<file path="src/source/mem_settings.svh">
`ifndef MEM_SETTINGS_SVH
`define MEM_SETTINGS_SVH

// memory geometry.
`define MEM_DATA_W      64
`define MEM_ADDR_W      8
`define MEM_DEPTH       256
`define MEM_MASK_W      8
`define SKID_SIZE       2

// network side.
`define NOC_DATA_W      128
`define NOC_COORD_W     4
`define MEM_TILE_X      2
`define MEM_TILE_Y      2

// apb register map.
`define REG_CTRL_ADDR    8'h00
`define REG_LIMIT_ADDR   8'h04
`define REG_RD_CNT_ADDR  8'h08
`define REG_WR_CNT_ADDR  8'h0C
`define REG_ERR_CNT_ADDR 8'h10

`endif

</file>
<file path="src/source/noc_pkg.sv">
`default_nettype none
`include "mem_settings.svh"

package noc_pkg;

    // field widths of the flit that are fixed by the protocol.
    localparam int MSG_W    = 2;
    localparam int TAG_W    = 8;
    localparam int STATUS_W = 1;

    // the reserved field pads the flit out to the full channel width.
    localparam int USED_W = MSG_W + 4 * `NOC_COORD_W + TAG_W + STATUS_W
                          + `MEM_ADDR_W + `MEM_MASK_W + `MEM_DATA_W;
    localparam int RSVD_W = `NOC_DATA_W - USED_W;

    typedef enum logic [MSG_W-1:0] {
        MSG_RD_REQ  = 2'd0,
        MSG_WR_REQ  = 2'd1,
        MSG_RD_RESP = 2'd2,
        MSG_WR_RESP = 2'd3
    } noc_msg_e;

    typedef enum logic [STATUS_W-1:0] {
        ST_OK       = 1'b0,
        ST_ADDR_ERR = 1'b1
    } noc_status_e;

    // one layout for requests and responses with the msb first.
    typedef struct packed {
        noc_msg_e                   msg;
        logic [`NOC_COORD_W-1:0]    dst_x;
        logic [`NOC_COORD_W-1:0]    dst_y;
        logic [`NOC_COORD_W-1:0]    src_x;
        logic [`NOC_COORD_W-1:0]    src_y;
        logic [TAG_W-1:0]           tag;
        noc_status_e                status;
        logic [RSVD_W-1:0]          rsvd;
        logic [`MEM_ADDR_W-1:0]     addr;
        logic [`MEM_MASK_W-1:0]     mask;
        logic [`MEM_DATA_W-1:0]     data;
    } noc_flit_t;

endpackage

`default_nettype wire

</file>
<file path="src/source/mem_pkg.sv">
`default_nettype none

package mem_pkg;

    // ==================================================
    // controller
    // ==================================================
    typedef enum logic [2:0] {
        CS_IDLE    = 3'd0,
        CS_ISSUE   = 3'd1,  // access on the memory port.
        CS_RD_WAIT = 3'd2,  // waiting for read data.
        CS_RESP    = 3'd3   // holding the response flit.
    } ctrl_state_e;

    // ==================================================
    // apb register index
    // ==================================================
    typedef enum logic [2:0] {
        REG_CTRL    = 3'd0,
        REG_LIMIT   = 3'd1,
        REG_RD_CNT  = 3'd2,
        REG_WR_CNT  = 3'd3,
        REG_ERR_CNT = 3'd4,
        REG_NONE    = 3'd7
    } cfg_reg_e;

endpackage

`default_nettype wire

</file>
<file path="src/source/mem_port_if.sv">
`timescale 1ns/1ps
`default_nettype none
`include "mem_settings.svh"

interface mem_port_if;

    // request side.
    logic                       write_en;
    logic                       read_en;
    logic [`MEM_ADDR_W-1:0]     addr;
    logic [`MEM_DATA_W-1:0]     wr_data;
    logic [`MEM_MASK_W-1:0]     byte_en;
    logic                       rdy;

    // read data return.
    logic                       rd_data_val;
    logic [`MEM_DATA_W-1:0]     rd_data;
    logic                       rd_data_rdy;

    modport issuer (
        output write_en, read_en, addr, wr_data, byte_en, rd_data_rdy,
        input  rdy, rd_data_val, rd_data
    );

    modport server (
        input  write_en, read_en, addr, wr_data, byte_en, rd_data_rdy,
        output rdy, rd_data_val, rd_data
    );

endinterface

`default_nettype wire

</file>
<file path="src/source/mem_controller.sv">
`timescale 1ns/1ps
`default_nettype none
`include "mem_settings.svh"

module mem_controller (
     input  logic                   clk
    ,input  logic                   rst_n

    ,input  logic                   req_val
    ,input  noc_pkg::noc_flit_t     req_data
    ,output logic                   req_rdy

    ,output logic                   rd_resp_val
    ,output noc_pkg::noc_flit_t     rd_resp_data
    ,input  logic                   rd_resp_rdy

    ,output logic                   wr_resp_val
    ,output noc_pkg::noc_flit_t     wr_resp_data
    ,input  logic                   wr_resp_rdy

    ,input  logic                   enable
    ,input  logic [`MEM_ADDR_W:0]   addr_limit

    ,output logic                   rd_done
    ,output logic                   wr_done
    ,output logic                   err_done

    ,mem_port_if.issuer             mem
);
    import noc_pkg::*;
    import mem_pkg::*;

    ctrl_state_e            state;
    noc_status_e            err_q;
    noc_flit_t              req_q;
    noc_flit_t              resp;
    logic [`MEM_DATA_W-1:0] rdata_q;
    logic                   is_rd;
    logic                   out_of_range;
    logic                   resp_taken;

    assign is_rd        = (req_q.msg == MSG_RD_REQ);
    assign out_of_range = ({1'b0, req_data.addr} >= addr_limit);

    // ==================================================
    // request side
    // ==================================================
    assign req_rdy = (state == CS_IDLE) && enable;

    assign mem.write_en    = (state == CS_ISSUE) && !is_rd;
    assign mem.read_en     = (state == CS_ISSUE) && is_rd;
    assign mem.addr        = req_q.addr;
    assign mem.wr_data     = req_q.data;
    assign mem.byte_en     = req_q.mask;
    assign mem.rd_data_rdy = (state == CS_RD_WAIT);

    always_ff @(posedge clk) begin
        if (!rst_n) begin
            state <= CS_IDLE;
            err_q <= ST_OK;
        end else begin
            case (state)
                CS_IDLE: begin
                    if (req_val && req_rdy) begin
                        err_q <= out_of_range ? ST_ADDR_ERR : ST_OK;
                        state <= out_of_range ? CS_RESP : CS_ISSUE;
                    end
                end
                CS_ISSUE: begin
                    if (mem.rdy) begin
                        state <= is_rd ? CS_RD_WAIT : CS_RESP;
                    end
                end
                CS_RD_WAIT: begin
                    if (mem.rd_data_val) begin
                        state <= CS_RESP;
                    end
                end
                CS_RESP: begin
                    if (resp_taken) begin
                        state <= CS_IDLE;
                    end
                end
                default: state <= CS_IDLE;
            endcase
        end
    end

    always_ff @(posedge clk) begin
        if (req_val && req_rdy) begin
            req_q <= req_data;
        end
        if (state == CS_RD_WAIT && mem.rd_data_val) begin
            rdata_q <= mem.rd_data;
        end
    end

    // ==================================================
    // response side
    // ==================================================
    always_comb begin
        resp        = '0;
        resp.msg    = is_rd ? MSG_RD_RESP : MSG_WR_RESP;
        resp.dst_x  = req_q.src_x;
        resp.dst_y  = req_q.src_y;
        resp.src_x  = `NOC_COORD_W'(`MEM_TILE_X);
        resp.src_y  = `NOC_COORD_W'(`MEM_TILE_Y);
        resp.tag    = req_q.tag;
        resp.status = err_q;
        resp.addr   = req_q.addr;
        if (is_rd && err_q == ST_OK) begin
            resp.data = rdata_q;    // read errors return zero.
        end
    end

    assign rd_resp_val  = (state == CS_RESP) && is_rd;
    assign wr_resp_val  = (state == CS_RESP) && !is_rd;
    assign rd_resp_data = resp;
    assign wr_resp_data = resp;

    assign resp_taken = (rd_resp_val && rd_resp_rdy) || (wr_resp_val && wr_resp_rdy);
    assign rd_done    = rd_resp_val && rd_resp_rdy && err_q == ST_OK;
    assign wr_done    = wr_resp_val && wr_resp_rdy && err_q == ST_OK;
    assign err_done   = resp_taken && err_q == ST_ADDR_ERR;

    a_one_resp: assert property (@(posedge clk) disable iff (!rst_n)
        !(rd_resp_val && wr_resp_val));

    a_rd_hold: assert property (@(posedge clk) disable iff (!rst_n)
        rd_resp_val && !rd_resp_rdy |=> rd_resp_val && $stable(rd_resp_data));

    a_wr_hold: assert property (@(posedge clk) disable iff (!rst_n)
        wr_resp_val && !wr_resp_rdy |=> wr_resp_val && $stable(wr_resp_data));

endmodule

`default_nettype wire

</file>
<file path="src/flat_wrapper.sv">
// flat-port wrapper written by rule: the top's interface ports become plain ports
module mem_controller_flat import noc_pkg::*; import mem_pkg::*;
  (clk, rst_n, req_val, req_data, req_rdy, rd_resp_val, rd_resp_data, rd_resp_rdy, wr_resp_val, wr_resp_data, wr_resp_rdy, enable, addr_limit, rd_done, wr_done, err_done, mem_write_en, mem_read_en, mem_addr, mem_wr_data, mem_byte_en, mem_rd_data_rdy, mem_rdy, mem_rd_data_val, mem_rd_data);
  mem_port_if mem_i ();
  input  logic clk;
  input  logic rst_n;
  input  logic req_val;
  input  noc_pkg::noc_flit_t req_data;
  output logic req_rdy;
  output logic rd_resp_val;
  output noc_pkg::noc_flit_t rd_resp_data;
  input  logic rd_resp_rdy;
  output logic wr_resp_val;
  output noc_pkg::noc_flit_t wr_resp_data;
  input  logic wr_resp_rdy;
  input  logic enable;
  input  logic [`MEM_ADDR_W:0] addr_limit;
  output logic rd_done;
  output logic wr_done;
  output logic err_done;
  output wire logic [$bits(mem_i.write_en)-1:0] mem_write_en;
  output wire logic [$bits(mem_i.read_en)-1:0] mem_read_en;
  output wire logic [$bits(mem_i.addr)-1:0] mem_addr;
  output wire logic [$bits(mem_i.wr_data)-1:0] mem_wr_data;
  output wire logic [$bits(mem_i.byte_en)-1:0] mem_byte_en;
  output wire logic [$bits(mem_i.rd_data_rdy)-1:0] mem_rd_data_rdy;
  input wire logic [$bits(mem_i.rdy)-1:0] mem_rdy;
  input wire logic [$bits(mem_i.rd_data_val)-1:0] mem_rd_data_val;
  input wire logic [$bits(mem_i.rd_data)-1:0] mem_rd_data;
  assign mem_write_en = mem_i.write_en;
  assign mem_read_en = mem_i.read_en;
  assign mem_addr = mem_i.addr;
  assign mem_wr_data = mem_i.wr_data;
  assign mem_byte_en = mem_i.byte_en;
  assign mem_rd_data_rdy = mem_i.rd_data_rdy;
  assign mem_i.rdy = mem_rdy;
  assign mem_i.rd_data_val = mem_rd_data_val;
  assign mem_i.rd_data = mem_rd_data;
  mem_controller u_core (.clk(clk), .rst_n(rst_n), .req_val(req_val), .req_data(req_data), .req_rdy(req_rdy), .rd_resp_val(rd_resp_val), .rd_resp_data(rd_resp_data), .rd_resp_rdy(rd_resp_rdy), .wr_resp_val(wr_resp_val), .wr_resp_data(wr_resp_data), .wr_resp_rdy(wr_resp_rdy), .enable(enable), .addr_limit(addr_limit), .rd_done(rd_done), .wr_done(wr_done), .err_done(err_done), .mem(mem_i));
endmodule
</file>
<file path="config.mk">
export PLATFORM = sky130hd
export DESIGN_NAME = mem_controller_flat
export DESIGN_NICKNAME = d
export VERILOG_FILES = /design/src/source/noc_pkg.sv /design/src/source/mem_pkg.sv /design/src/source/mem_port_if.sv /design/src/source/mem_controller.sv /design/src/flat_wrapper.sv
export VERILOG_INCLUDE_DIRS = /design/src /design/src/source
export SDC_FILE = /design/constraint.sdc
export NUM_CORES = 1
export LEC_CHECK = 0
export ABC_AREA = 1
export BUFFER_PORTS_ARGS = -buffer_cell sky130_fd_sc_hd__buf_4
export CAP_MARGIN = 10
export CORE_AREA = 5 5 215 217
export DETAILED_ROUTE_END_ITERATION = 7
export DIE_AREA = 0 0 220 222
export GPL_TIMING_DRIVEN = 0
export PLACE_DENSITY_LB_ADDON = 0.25
export SYNTH_ARGS = -nofsm -noshare
export SYNTH_HDL_FRONTEND = slang
export SYNTH_SLANG_ARGS = --single-unit
</file>
<file path="constraint.sdc">
create_clock -name clk -period 3.6 [get_ports clk]
set_input_delay 0 -clock clk [delete_from_list [all_inputs] [get_ports clk]]
set_output_delay 0 -clock clk [all_outputs]
set_load 0.05 [all_outputs]
</file>
Word level (Yosys, flattened, before mapping). Index checks and enable logic that the tools add are counted. W data, S select, Z words.

Order comparisons: 1. Equality and inequality tests: 7. Multiplexer cells: 10. Bitwise logic cells: 1. Reduce and logical (&&, ||, !) cells: 19.

Operators with widths (count): $mux W64 (1); $logic_and A1 B1 Y1 (13); $mux W3 (4); $pmux W3 S4 (1); $ge A8 B9 Y1 (1); $eq A3 B2 Y1 const B (2); $ne A2 B1 Y1 const B (2); $ne A2 B2 Y1 const B (2); $reduce_and A4 Y1 (1); $eq A3 B1 Y1 const B (1); $logic_not A3 Y1 (1); $mux W1 (3); $logic_not A2 Y1 (1); $mux W2 (1); $reduce_and A2 Y1 (1); $logic_not A1 Y1 (1); $logic_or A1 B1 Y1 (1); $not A1 Y1 (1).

Register bits: 166. Word-level logic and storage cells: 48.

Depth between registers and ports, before layout. Gate-level depths: netlist of the first run.

Word-level depth: 7. Mapped depth: 12.

Worst setup path after synthesis of the first run. Ideal clock, no wire load.

Path type: register to register. Start point: register u_core.state[0]. End point: register u_core.req_q, in the netlist u_core.mem.addr[0] (enable). Arrival: 2.897 ns. Slack: 0.251 ns. Stages on the path, launching flop included: 7. Path buffers: 0. Period minus slack after synthesis: 3.349 ns. Cell sequence: dfxtp_1 -> inv_1 -> ha_1 -> nand2_1 -> inv_2 -> nand2_4 -> inv_1.

Word-level cells in the longest chain between the ends: 3.

RTL lines: from (decl) (RTL line mem_controller.sv:33) `ctrl_state_e state;`; from (signal assigned) (RTL line mem_controller.sv:66) `state <= out_of_range ? CS_RESP : CS_ISSUE;`; from (signal assigned) (RTL line mem_controller.sv:71) `state <= is_rd ? CS_RD_WAIT : CS_RESP;`; $logic_not A3 Y1 (RTL line mem_controller.sv:48) `assign req_rdy = (state == CS_IDLE) && enable;`; $logic_and A1 B1 Y1 (RTL line mem_controller.sv:48); net req_rdy (RTL line flat_wrapper.sv:9) `output logic req_rdy;`; $logic_and A1 B1 Y1 (RTL line mem_controller.sv:90) `if (req_val && req_rdy) begin`; to (signal assigned) (RTL line mem_controller.sv:91) `req_q <= req_data;`; to (decl) (RTL line mem_controller.sv:35) `noc_flit_t req_q;`.

The timed path passes the listed nets, and every way through them passes these cells. A chain may end at the register's enable or synchronous reset.

Worst setup path in the final report of the first run.
Start point: register u_core.state[1]. End point: register u_core.state[1].

Word-level cells in the longest chain between the ends: 6. Elaborated cells on any way between the ends: 17. Classes of those cells: eq/ne (7); mux (1); reduce/logical (9).

RTL lines: $eq A3 B2 Y1 (RTL line mem_controller.sv:62, mem_controller.sv:116, mem_controller.sv:117); $logic_and A1 B1 Y1, on equally long branches (RTL line mem_controller.sv:116, mem_controller.sv:117); $logic_and A1 B1 Y1 (RTL line mem_controller.sv:121) `assign resp_taken = (rd_resp_val && rd_resp_rdy) || (wr_resp_val && wr_resp_rdy);`; $logic_or A1 B1 Y1 (RTL line mem_controller.sv:121); $ne A2 B1 Y1 (no line); $reduce_and A4 Y1 (no line).

Several ways; a longest one is shown, not always the timed one.

==> impl_metrics.env, run 1 <==
export IMPL_outcome="completed"
export IMPL_drt_wirelength_per_cell_um=13.80
export IMPL_gp_congestion=0.7882
export IMPL_crit_path_max_fanout=5
export IMPL_cts_htree_levels=4
export IMPL_clk_latency_ps=470
export IMPL_ioPinCount=554
export IMPL_hold_viol_final=0
export IMPL_crit_type="reg -> reg"
export IMPL_cts_clk_slew_worst_paths_ps=70
export IMPL_crit_path_top_delay_cell="dlygate4sd3_1"
export IMPL_dr_pass1_iters=4
export IMPL_finalCritPeriodShare_pct=70.42
export IMPL_grt_max_degree=71
export IMPL_synth_top_family_by_area="buffers and inverters"
export IMPL_grt_pass1_wl_mm=39.48
export IMPL_synth_area_sq_mm=0.007953
export IMPL_setup_viol=0
export IMPL_nNetsFinal=1590
export IMPL_overflow=0
export IMPL_min_path_type="in -> reg"
export IMPL_powerDensity_mw_per_mm2=532.5
export IMPL_min_period_ps=2535
export IMPL_die_h_um=222
export IMPL_synth_xor_area_share_pct=0
export IMPL_grt_pass1_vias=6908
export IMPL_synth_simple_gate_area_share_pct=5.019
export IMPL_yosys_warnings=0
export IMPL_final_area_sq_mm=0.01463
export IMPL_synth_compound_area_share_pct=0.8181
export IMPL_tns_ps=0
export IMPL_synth_avg_cell_area_sq_um=12.05
export IMPL_std_cell_rows=77
export IMPL_max_stage_delay_ps=590
export IMPL_cp_end_kind="flop"
export IMPL_hold_worst_slack_ps=105.3
export IMPL_synthAdderAreaFrac_pct=1.888
export IMPL_fin_skew_ps=7.137
export IMPL_power_leakage_nw=7.144
export IMPL_p_sw_share_pct=40.14
export IMPL_worst_slew_margin_rel_pct=43.07
export IMPL_p_clk_share_pct=23.9
export IMPL_ir_drop_mv=0.3463
export IMPL_combPwrFrac_pct=43.5
export IMPL_synthCells=660
export IMPL_worst_slew_pin_transition_ps=854.0
export IMPL_post_cts_buffers=0
export IMPL_rsz0062_at_grt="false"
export IMPL_clock_sinks=165
export IMPL_start_kind="flop"
export IMPL_yosysSeqAreaShare_pct=61.93
export IMPL_internal_power_mw=4.663
export IMPL_cp_arrival_ps=2940
export IMPL_cp_cell_sequence="inv_1 > ha_1 > nand2_1 > inv_2 > nand2_4 > a211oi_1 > dlygate4sd3_1 > nand2_1 > a21oi_1 > dlygate4sd3_1"
export IMPL_cts_made_buffers=17
export IMPL_dpl_hpwl_mm=21.48
export IMPL_synth_area_mux_share_pct=0
export IMPL_fp_dieW_um=220
export IMPL_final_layout_size_suffix_gt1_share_pct=55.07
export IMPL_place_ws_ps=1532
export IMPL_tritoncts="built"
export IMPL_drt_iter0_drc=149
export IMPL_core_sq_mm=0.04393
export IMPL_final_antenna_net_count=0
export IMPL_p_sw_mw=3.127
export IMPL_die_area_sq_mm=0.04884
export IMPL_maxSlewViolCount=0
export IMPL_track_usage_pct=10.82
export IMPL_fin_ws_ps=1065
export IMPL_vias_per_cell=3.230
export IMPL_maxCapViolCount=0
export IMPL_syn2layout_area_growth_pct=83.95
export IMPL_fmax_mhz=394.5
export IMPL_clock_path_buffers=2
export IMPL_p_seq_share_pct=32.6
export IMPL_place_area_sq_mm=0.01236
export IMPL_path_buf_inv=4
export IMPL_routed_wirelength_mm=27.28
export IMPL_initial_core_util_pct=18.10
export IMPL_drc=0
export IMPL_cts_root_buf="clkbuf_16"
export IMPL_crit_family="buffers and inverters"
export IMPL_antenna_found_initial=3
export IMPL_synth_seq_cells=165
export IMPL_vias=6386
export IMPL_worstPathRequired_ps=4010
export IMPL_ys_types=19
export IMPL_port_buffers=447
## tightest hold or removal path: stages
cell      delay, ps
buf_4           120
nor2_1           90
a21boi_0         80
nand3_1         120
o21ai_0          80
inv_1            50
## flip-flops by register name (all words and copies together) (netlist names)
signal and flops:
u_core.mem.wr_data 64, u_core.rdata_q 64, u_core.rd_resp_data 16, u_core.mem.addr 8, u_core.mem.byte_en 8, u_core.req_q 2, u_core.state 2, u_core.err_q 1
## placed cells by master, fill, tap and decap left out, drive strengths merged
cell         instances
buf                725
dlygate4sd3        168
edfxtp             162
inv                 95
conb                76
nor2                74
nand2               25
clkbuf              19
ha                  12
a21oi                6
clkinvlp             5
diode                3
nand3                3
dfxtp                3
bufinv               2
clkinv               2
o22ai                1
o311ai               1
a21boi               1
a211oi               1
o21ai                1
## Yosys cell counts (all sizes together)
cell type,number,area [sq um]
buf,277,2064
nor2,74,282.8
edfxtp,162,4865
nand3,3,15.01
nand2,25,101.4
a211oi,1,7.510
a21oi,6,30.03
inv,91,341.6
a21boi,1,7.510
dfxtp,3,60.06
conb,2,7.510
o311ai,1,8.760
ha,12,150.1
o21ai,1,5.000
o22ai,1,6.260
## routing by layer
| metal | wire length (um) | GRT usage, % | up-vias |
|---|---|---|---|
| li1 | - | - | 3171 |
| met2 | 14830 | 20.04 | 247 |
| met3 | 2055 | 3.728 | 39 |
| met4 | 610 | 4.288 | 0 |
| met5 | 0 | 0 | - |
| met1 | 9782 | 11.02 | 2929 |
## final cells by class
| type | count | area (sq um) |
|---|---|---|
| diodes | 3 | 7.507 |
| repair buffers | 616 | 5065 |
| clock inverters | 13 | 147.6 |
| inverters | 91 | 346.6 |
| flip-flops and latches | 165 | 4925 |
| multi-input cells | 201 | 899.6 |
| well taps | 592 | 740.7 |
| fillers | 4510 | 29300 |
| plain buffers | 277 | 2064 |
| clock buffers | 19 | 432.9 |
## metrics by stage
| step | cells | total power, mW | util (%) |
|---|---|---|---|
| 2_1_floorplan | 734 | 4.859 | - |
| 3_3_place_gp | 1773 | 5.815 | 28.06 |
| 3_5_place_dp | 1774 | 5.810 | 28.13 |
| 4_1_cts | 1974 | 7.932 | 33.28 |
| 5_1_grt | 1977 | 8.152 | 33.30 |
| 6_report | 1977 | 7.791 | 33.30 |
## cell families after synthesis
kind of cell,count (synthesis)
flops,165
compound gates,11
other cells,2
simple gates,102
fa+ha+maj,12
buf+inv,368
## final timing paths
kind,start,end,slack (ps),cells past startpoint
setup / recovery,u_core.state[1]$_SDFFE_PN0P_,u_core.state[1]$_SDFFE_PN0P_,1070,10
hold / removal,addr_limit[8],u_core.err_q$_SDFFE_PN0P_,110,6
setup reg to reg,u_core.state[1]$_SDFFE_PN0P_,u_core.state[1]$_SDFFE_PN0P_,1070,10
hold reg to reg,u_core.err_q$_SDFFE_PN0P_,u_core.err_q$_SDFFE_PN0P_,690,4
## power by group through the flow
stage / clock, mW / sequential (mW) / combinational, mW
floorplan: 0 / 2.57 / 2.29
global placement: 0 / 2.61 / 3.20
detailed placement: 0 / 2.58 / 3.23
CTS: 1.97 / 2.54 / 3.42
global route: 2.03 / 2.57 / 3.56
finish: 1.86 / 2.54 / 3.39
## repair_timing
item	in CTS	in global routing
hold buffers	168	0
resized for setup	0	0
hold endpoints to repair	165	0
No activity file was read; power rests on OpenSTA's default activity.
==> run 2: changes to the inputs <==
==> constraint.sdc (replaced) <==
create_clock -name clk -period 2.05 [get_ports clk]
set_input_delay 0 -clock clk [delete_from_list [all_inputs] [get_ports clk]]
set_output_delay 0 -clock clk [all_outputs]
set_load 0.05 [all_outputs]
==> impl_metrics.env, run 2 (same netlist as run 1, synthesis figures left out) <==
export IMPL_p_clk_share_pct=22.2
export IMPL_vias=6426
export IMPL_finalCritPeriodShare_pct=95.73
export IMPL_final_layout_size_suffix_gt1_share_pct=56.84
export IMPL_grt_pass1_vias=6670
export IMPL_n_antenna_cell=0
export IMPL_track_usage_pct=10.70
export IMPL_powerDensity_mw_per_mm2=919.5
export IMPL_cts_root_buf="clkbuf_16"
export IMPL_setup_viol=0
export IMPL_rrSetupSlack_ps=90
export IMPL_antenna_found_initial=0
export IMPL_min_path_type="in -> reg"
export IMPL_p_seq_share_pct=32.9
export IMPL_gp_congestion=0.8199
export IMPL_std_cell_rows=77
export IMPL_nNetsFinal=1596
export IMPL_drt_wirelength_per_cell_um=13.65
export IMPL_ioPinCount=554
export IMPL_clk_latency_ps=440
export IMPL_endpoint="u_core.state[0]$_SDFFE_PN0P_"
export IMPL_maxCapViolCount=0
export IMPL_outcome="completed"
export IMPL_start_kind="flop"
export IMPL_p_sw_mw=5.537
export IMPL_clock_path_buffers=2
export IMPL_maxSlewViolCount=0
export IMPL_vias_per_cell=3.245
export IMPL_grt_pass1_wl_mm=39.46
export IMPL_cp_arrival_ps=2290
export IMPL_reg2reg_depth=10
export IMPL_port_buffers=447
export IMPL_crit_type="reg -> reg"
export IMPL_mostFrequentLayoutCells="buf_4, dlygate4sd3_1, edfxtp_1"
export IMPL_min_period_ps=1963
export IMPL_worstPathRequired_ps=2380
export IMPL_overflow=0
export IMPL_tritoncts="built"
export IMPL_fin_ws_ps=87.47
export IMPL_drt_iter0_drc=181
export IMPL_combPwrFrac_pct=44.9
export IMPL_crit_path_max_fanout=4
export IMPL_cts_htree_levels=4
export IMPL_die_area_sq_mm=0.04884
export IMPL_clock_sinks=165
export IMPL_rsz0062_at_grt="true"
export IMPL_holdPathStages=6
export IMPL_worst_r2r_endpoint="u_core.state[0]$_SDFFE_PN0P_"
export IMPL_fp_dieW_um=220
export IMPL_grt_max_degree=38
export IMPL_power_leakage_nw=7.162
export IMPL_core_sq_mm=0.04393
export IMPL_cp_end_kind="flop"
export IMPL_routed_wirelength_mm=27.03
export IMPL_r2r_start="u_core.req_q[126]$_DFFE_PP_"
export IMPL_tns_ps=0
export IMPL_final_common_cell="buf_4"
export IMPL_drc=0
export IMPL_syn2layout_area_growth_pct=85.46
export IMPL_fmax_mhz=509.5
export IMPL_dpl_hpwl_mm=21.60
export IMPL_cts_made_buffers=17
export IMPL_place_ws_ps=-265.6
export IMPL_hold_viol_final=0
export IMPL_crit_path_start="u_core.req_q[126]$_DFFE_PP_"
export IMPL_p_sw_share_pct=40.83
export IMPL_final_antenna_net_count=0
export IMPL_initial_core_util_pct=18.10
export IMPL_cts_clk_slew_worst_paths_ps=70
export IMPL_die_h_um=222
export IMPL_internal_power_mw=8.024
export IMPL_fin_skew_ps=7.915
export IMPL_ir_drop_mv=0.5493
export IMPL_dr_pass1_iters=5
==> run 2: worst min-delay path by stage <==
| stage | slack, ps | end | from |
|---|---|---|---|
| CTS | 20 | u_core.state[1]$_SDFFE_PN0P_ | wr_resp_rdy |
| floorplan | 100 | u_core.mem.addr[0]$_DFFE_PP_ | req_data[72] |
| global route | 20 | u_core.state[1]$_SDFFE_PN0P_ | wr_resp_rdy |
| finish | 30 | u_core.state[1]$_SDFFE_PN0P_ | wr_resp_rdy |
| detailed placement | 180 | u_core.mem.wr_data[21]$_DFFE_PP_ | req_data[21] |
| global placement | 180 | u_core.mem.byte_en[1]$_DFFE_PP_ | req_data[65] |
==> run 2: what timing repair did <==
| item | in CTS | in global routing |
|---|---|---|
| setup buffers | 1 | 1 |
| pin swaps | 1 | 0 |
| endpoints found under the setup margin | 199 | 52 |
| hold endpoints to repair | 165 | 0 |
| resized for setup | 18 | 4 |
| hold buffers | 168 | 0 |
| gates cloned | 1 | 0 |
==> run 2: layout make-up <==
type                       instances  area, sq um
multi-input combinational        201        983.4
fill                            4546        29180
timing repair inverter             1        7.507
tap                              592        740.7
buffer                           277         2072
clock inverter                    14        102.6
timing repair buffer             621         5132
clock buffer                      18        429.2
sequential                       165         4927
inverter                          91        354.1
==> run 2: metal layers <==
| metal | vias to the layer above | track usage, % | part of all wire, % |
|---|---|---|---|
| li1 | 3180 | - | - |
| met1 | 2963 | 11.60 | 37 |
| met2 | 250 | 19.59 | 54 |
| met3 | 33 | 3.127 | 7.2 |
| met4 | 0 | 3.866 | 2.0 |
| met5 | - | 0 | 0 |
==> run 2: worst max-delay path: stages (launching register included) <==
cell and delay (ps):
edfxtp_1 410, nor2_4 160, buf_4 150, inv_2 50, nor2_2 100, nand2_1 120
nand3_1 90, nand2_1 80, nand2_1 70, a21oi_1 60, dlygate4sd3_1 570
==> run 2: metrics by stage <==
stage	hold slack (ps)	utilization, %	std cells	total power [mW]	instance area, sq um
6_report	32.77	33.57	1980	13.56	14750
3_3_place_gp	178.4	28.15	1773	10.25	12370
3_5_place_dp	179.4	28.34	1777	10.31	12450
2_1_floorplan	98.87	-	734	8.583	8272
4_1_cts	23.41	33.53	1979	13.78	14730
5_1_grt	23.05	33.57	1980	14.20	14750
==> run 2: power by group through the flow <==
stage	clock (mW)	sequential (mW)	combinational, mW
4_1_cts	3.17	4.47	6.13
6_report	3.01	4.47	6.08
3_5_place_dp	0	4.55	5.76
5_1_grt	3.31	4.51	6.37
3_3_place_gp	0	4.58	5.67
2_1_floorplan	0	4.50	4.08
==> run 3: changes to the inputs <==
--- a/config.mk
+++ b/config.mk
@@ -9,9 +9,11 @@
 export ABC_AREA = 1
 export BUFFER_PORTS_ARGS = -buffer_cell sky130_fd_sc_hd__buf_4
 export CAP_MARGIN = 10
-export CORE_AREA = 5 5 215 217
+export CELL_PAD_IN_SITES_DETAIL_PLACEMENT = 0
+export CELL_PAD_IN_SITES_GLOBAL_PLACEMENT = 1
+export CORE_AREA = 5 5 211 213
 export DETAILED_ROUTE_END_ITERATION = 7
-export DIE_AREA = 0 0 220 222
+export DIE_AREA = 0 0 216 218
 export GPL_TIMING_DRIVEN = 0
 export PLACE_DENSITY_LB_ADDON = 0.25
 export SYNTH_ARGS = -nofsm -noshare
==> impl_metrics.env, run 3 (same netlist as run 1, synthesis figures left out) <==
export IMPL_outcome="completed"
export IMPL_hold_viol_final=0
export IMPL_antenna_found_initial=2
export IMPL_fill_cells=4321
export IMPL_regArea_sq_mm=0.004927
export IMPL_mostFrequentLayoutCells="buf_4, dlygate4sd3_1, edfxtp_1"
export IMPL_maxCapViolCount=0
export IMPL_crit_type="reg -> out"
export IMPL_gp_congestion=0.7751
export IMPL_p_sw_mw=5.552
export IMPL_syn2layout_area_growth_pct=85.23
export IMPL_fin_ws_ps=98.13
export IMPL_nNetsFinal=1593
export IMPL_clock_path_buffers=2
export IMPL_power_leakage_nw=7.150
export IMPL_crit_top_cell="buf_4"
export IMPL_reg2reg_depth=8
export IMPL_setup_viol=0
export IMPL_worstHoldStart="enable"
export IMPL_start_kind="flop"
export IMPL_fin_skew_ps=7.080
export IMPL_rsz0062_at_grt="true"
export IMPL_cts_made_buffers=17
export IMPL_die_area_sq_mm=0.04709
export IMPL_worst_r2r_endpoint="u_core.mem.wr_data[19]$_DFFE_PP_"
export IMPL_tritoncts="built"
export IMPL_ioPinCount=554
export IMPL_cts_root_buf="clkbuf_16"
export IMPL_clock_sinks=165
export IMPL_routed_wirelength_mm=27.69
export IMPL_cts_clk_slew_worst_paths_ps=70
export IMPL_holdPathStages=6
export IMPL_place_area_sq_mm=0.01237
export IMPL_final_layout_size_suffix_gt1_share_pct=57.98
export IMPL_p_seq_share_pct=32.6
export IMPL_grt_max_degree=42
export IMPL_min_path_type="in -> reg"
export IMPL_worstPathRequired_ps=2050
export IMPL_grt_pass1_vias=6576
export IMPL_powerDensity_mw_per_mm2=928.1
export IMPL_vias=6290
export IMPL_drt_wirelength_per_cell_um=14.33
export IMPL_grt_pass1_wl_mm=39.24
export IMPL_p_sw_share_pct=40.61
export IMPL_multi_input_area_sq_mm=0.001028
export IMPL_internal_power_mw=8.119
export IMPL_cp_end_kind="primary output"
export IMPL_drc=0
export IMPL_layout_cells_non_filler=1932
export IMPL_max_stage_delay_ps=410
export IMPL_finalCritPeriodShare_pct=95.21
export IMPL_port_buffers=447
export IMPL_cp_cell_sequence="nor2_4 > nand2_4 > buf_4 > nor2_2 > buf_4 > buf_4"
export IMPL_cts_htree_levels=4
export IMPL_vias_per_cell=3.256
export IMPL_die_h_um=218
export IMPL_ir_drop_mv=0.5270
export IMPL_place_ws_ps=-378.5
export IMPL_fmax_mhz=512.3
export IMPL_clk_latency_ps=440
export IMPL_dpl_hpwl_mm=22.28
export IMPL_p_clk_share_pct=22.8
export IMPL_min_period_ps=1952
export IMPL_track_usage_pct=11.17
export IMPL_std_cell_rows=76
export IMPL_initial_core_util_pct=18.71
export IMPL_core_sq_mm=0.04251
export IMPL_r2r_start="u_core.state[1]$_SDFFE_PN0P_"
export IMPL_placed_cells=1730
export IMPL_crit_path_max_fanout=10
export IMPL_hold_worst_slack_ps=58.74
export IMPL_crit_path_top_delay_cell="edfxtp_1"
export IMPL_dr_pass1_iters=4
export IMPL_fp_dieW_um=216
export IMPL_fin_util_pct=34.66
export IMPL_drt_iter0_drc=112
export IMPL_combPwrFrac_pct=44.6
export IMPL_maxSlewViolCount=0
export IMPL_rrSetupSlack_ps=330
export IMPL_final_antenna_net_count=0
export IMPL_cp_arrival_ps=1950
export IMPL_min_to="u_core.err_q$_SDFFE_PN0P_"
export IMPL_overflow=0
export IMPL_crit_path_start="u_core.req_q[126]$_DFFE_PP_"
export IMPL_final_area_sq_mm=0.01473
export IMPL_final_common_cell="buf_4"
## run 3: worst max-delay path by stage
stage and endpoint:
3_5_place_dp u_core.rd_resp_data[124]$_DFFE_PP_, 6_report wr_resp_data[29], 4_1_cts wr_resp_data[25], 3_3_place_gp u_core.rd_resp_data[124]$_DFFE_PP_, 2_1_floorplan u_core.mem.addr[0]$_DFFE_PP_, 5_1_grt wr_resp_data[27]
## run 3: layer usage
metal / part of all wire, % / up-vias / routed length, um / GRT usage, %
met4: 1.6 / 2 / 444 / 3.562
met2: 56 / 183 / 15440 / 20.92
met1: 37 / 2908 / 10370 / 12.02
met3: 5.1 / 25 / 1415 / 3.387
met5: 0.047 / - / 13 / 0
li1: - / 3172 / - / -
## run 3: final cells by class
| type | instances | area share [%] |
|---|---|---|
| repair buffers | 617 | 34.49 |
| flip-flops and latches | 165 | 33.45 |
| plain buffers | 277 | 14.14 |
| multi-input cells | 201 | 6.982 |
| well taps | 546 | 4.638 |
| clock buffers | 18 | 2.913 |
| inverters | 91 | 2.404 |
| clock inverters | 14 | 0.8664 |
| repair inverters | 2 | 0.1019 |
| diodes | 1 | 0.01699 |
## run 3: per-stage QoR
stage               setup TNS [ps]  power (mW)
global placement           -192840       10.28
CTS                              0       13.89
finish                           0       13.67
global route                -234.1       14.31
floorplan                   -70310       8.583
detailed placement          -19990       10.31
## run 3: power groups by stage
stage,clock network (mW),registers [mW],logic (mW)
after global placement,0,4.56,5.72
after detailed placement,0,4.53,5.78
after floorplan,0,4.50,4.08
final,3.12,4.45,6.10
after global routing,3.42,4.50,6.39
after CTS,3.30,4.46,6.13
## run 3: what timing repair did
action | in CTS | in global routing
endpoints found under the hold margin | 165 | 0
hold buffers | 164 | 0
resized for setup | 21 | 23
gates cloned | 2 | 0
endpoints found under the setup margin | 234 | 81
setup buffers | 2 | 1
pin swaps | 1 | 0
## run 3: worst max-delay path: cells and delay by family (launching register included)
family | cells | cell delay [ps]
buf+inv | 3 | 560
simple gates | 3 | 520
flops | 1 | 410
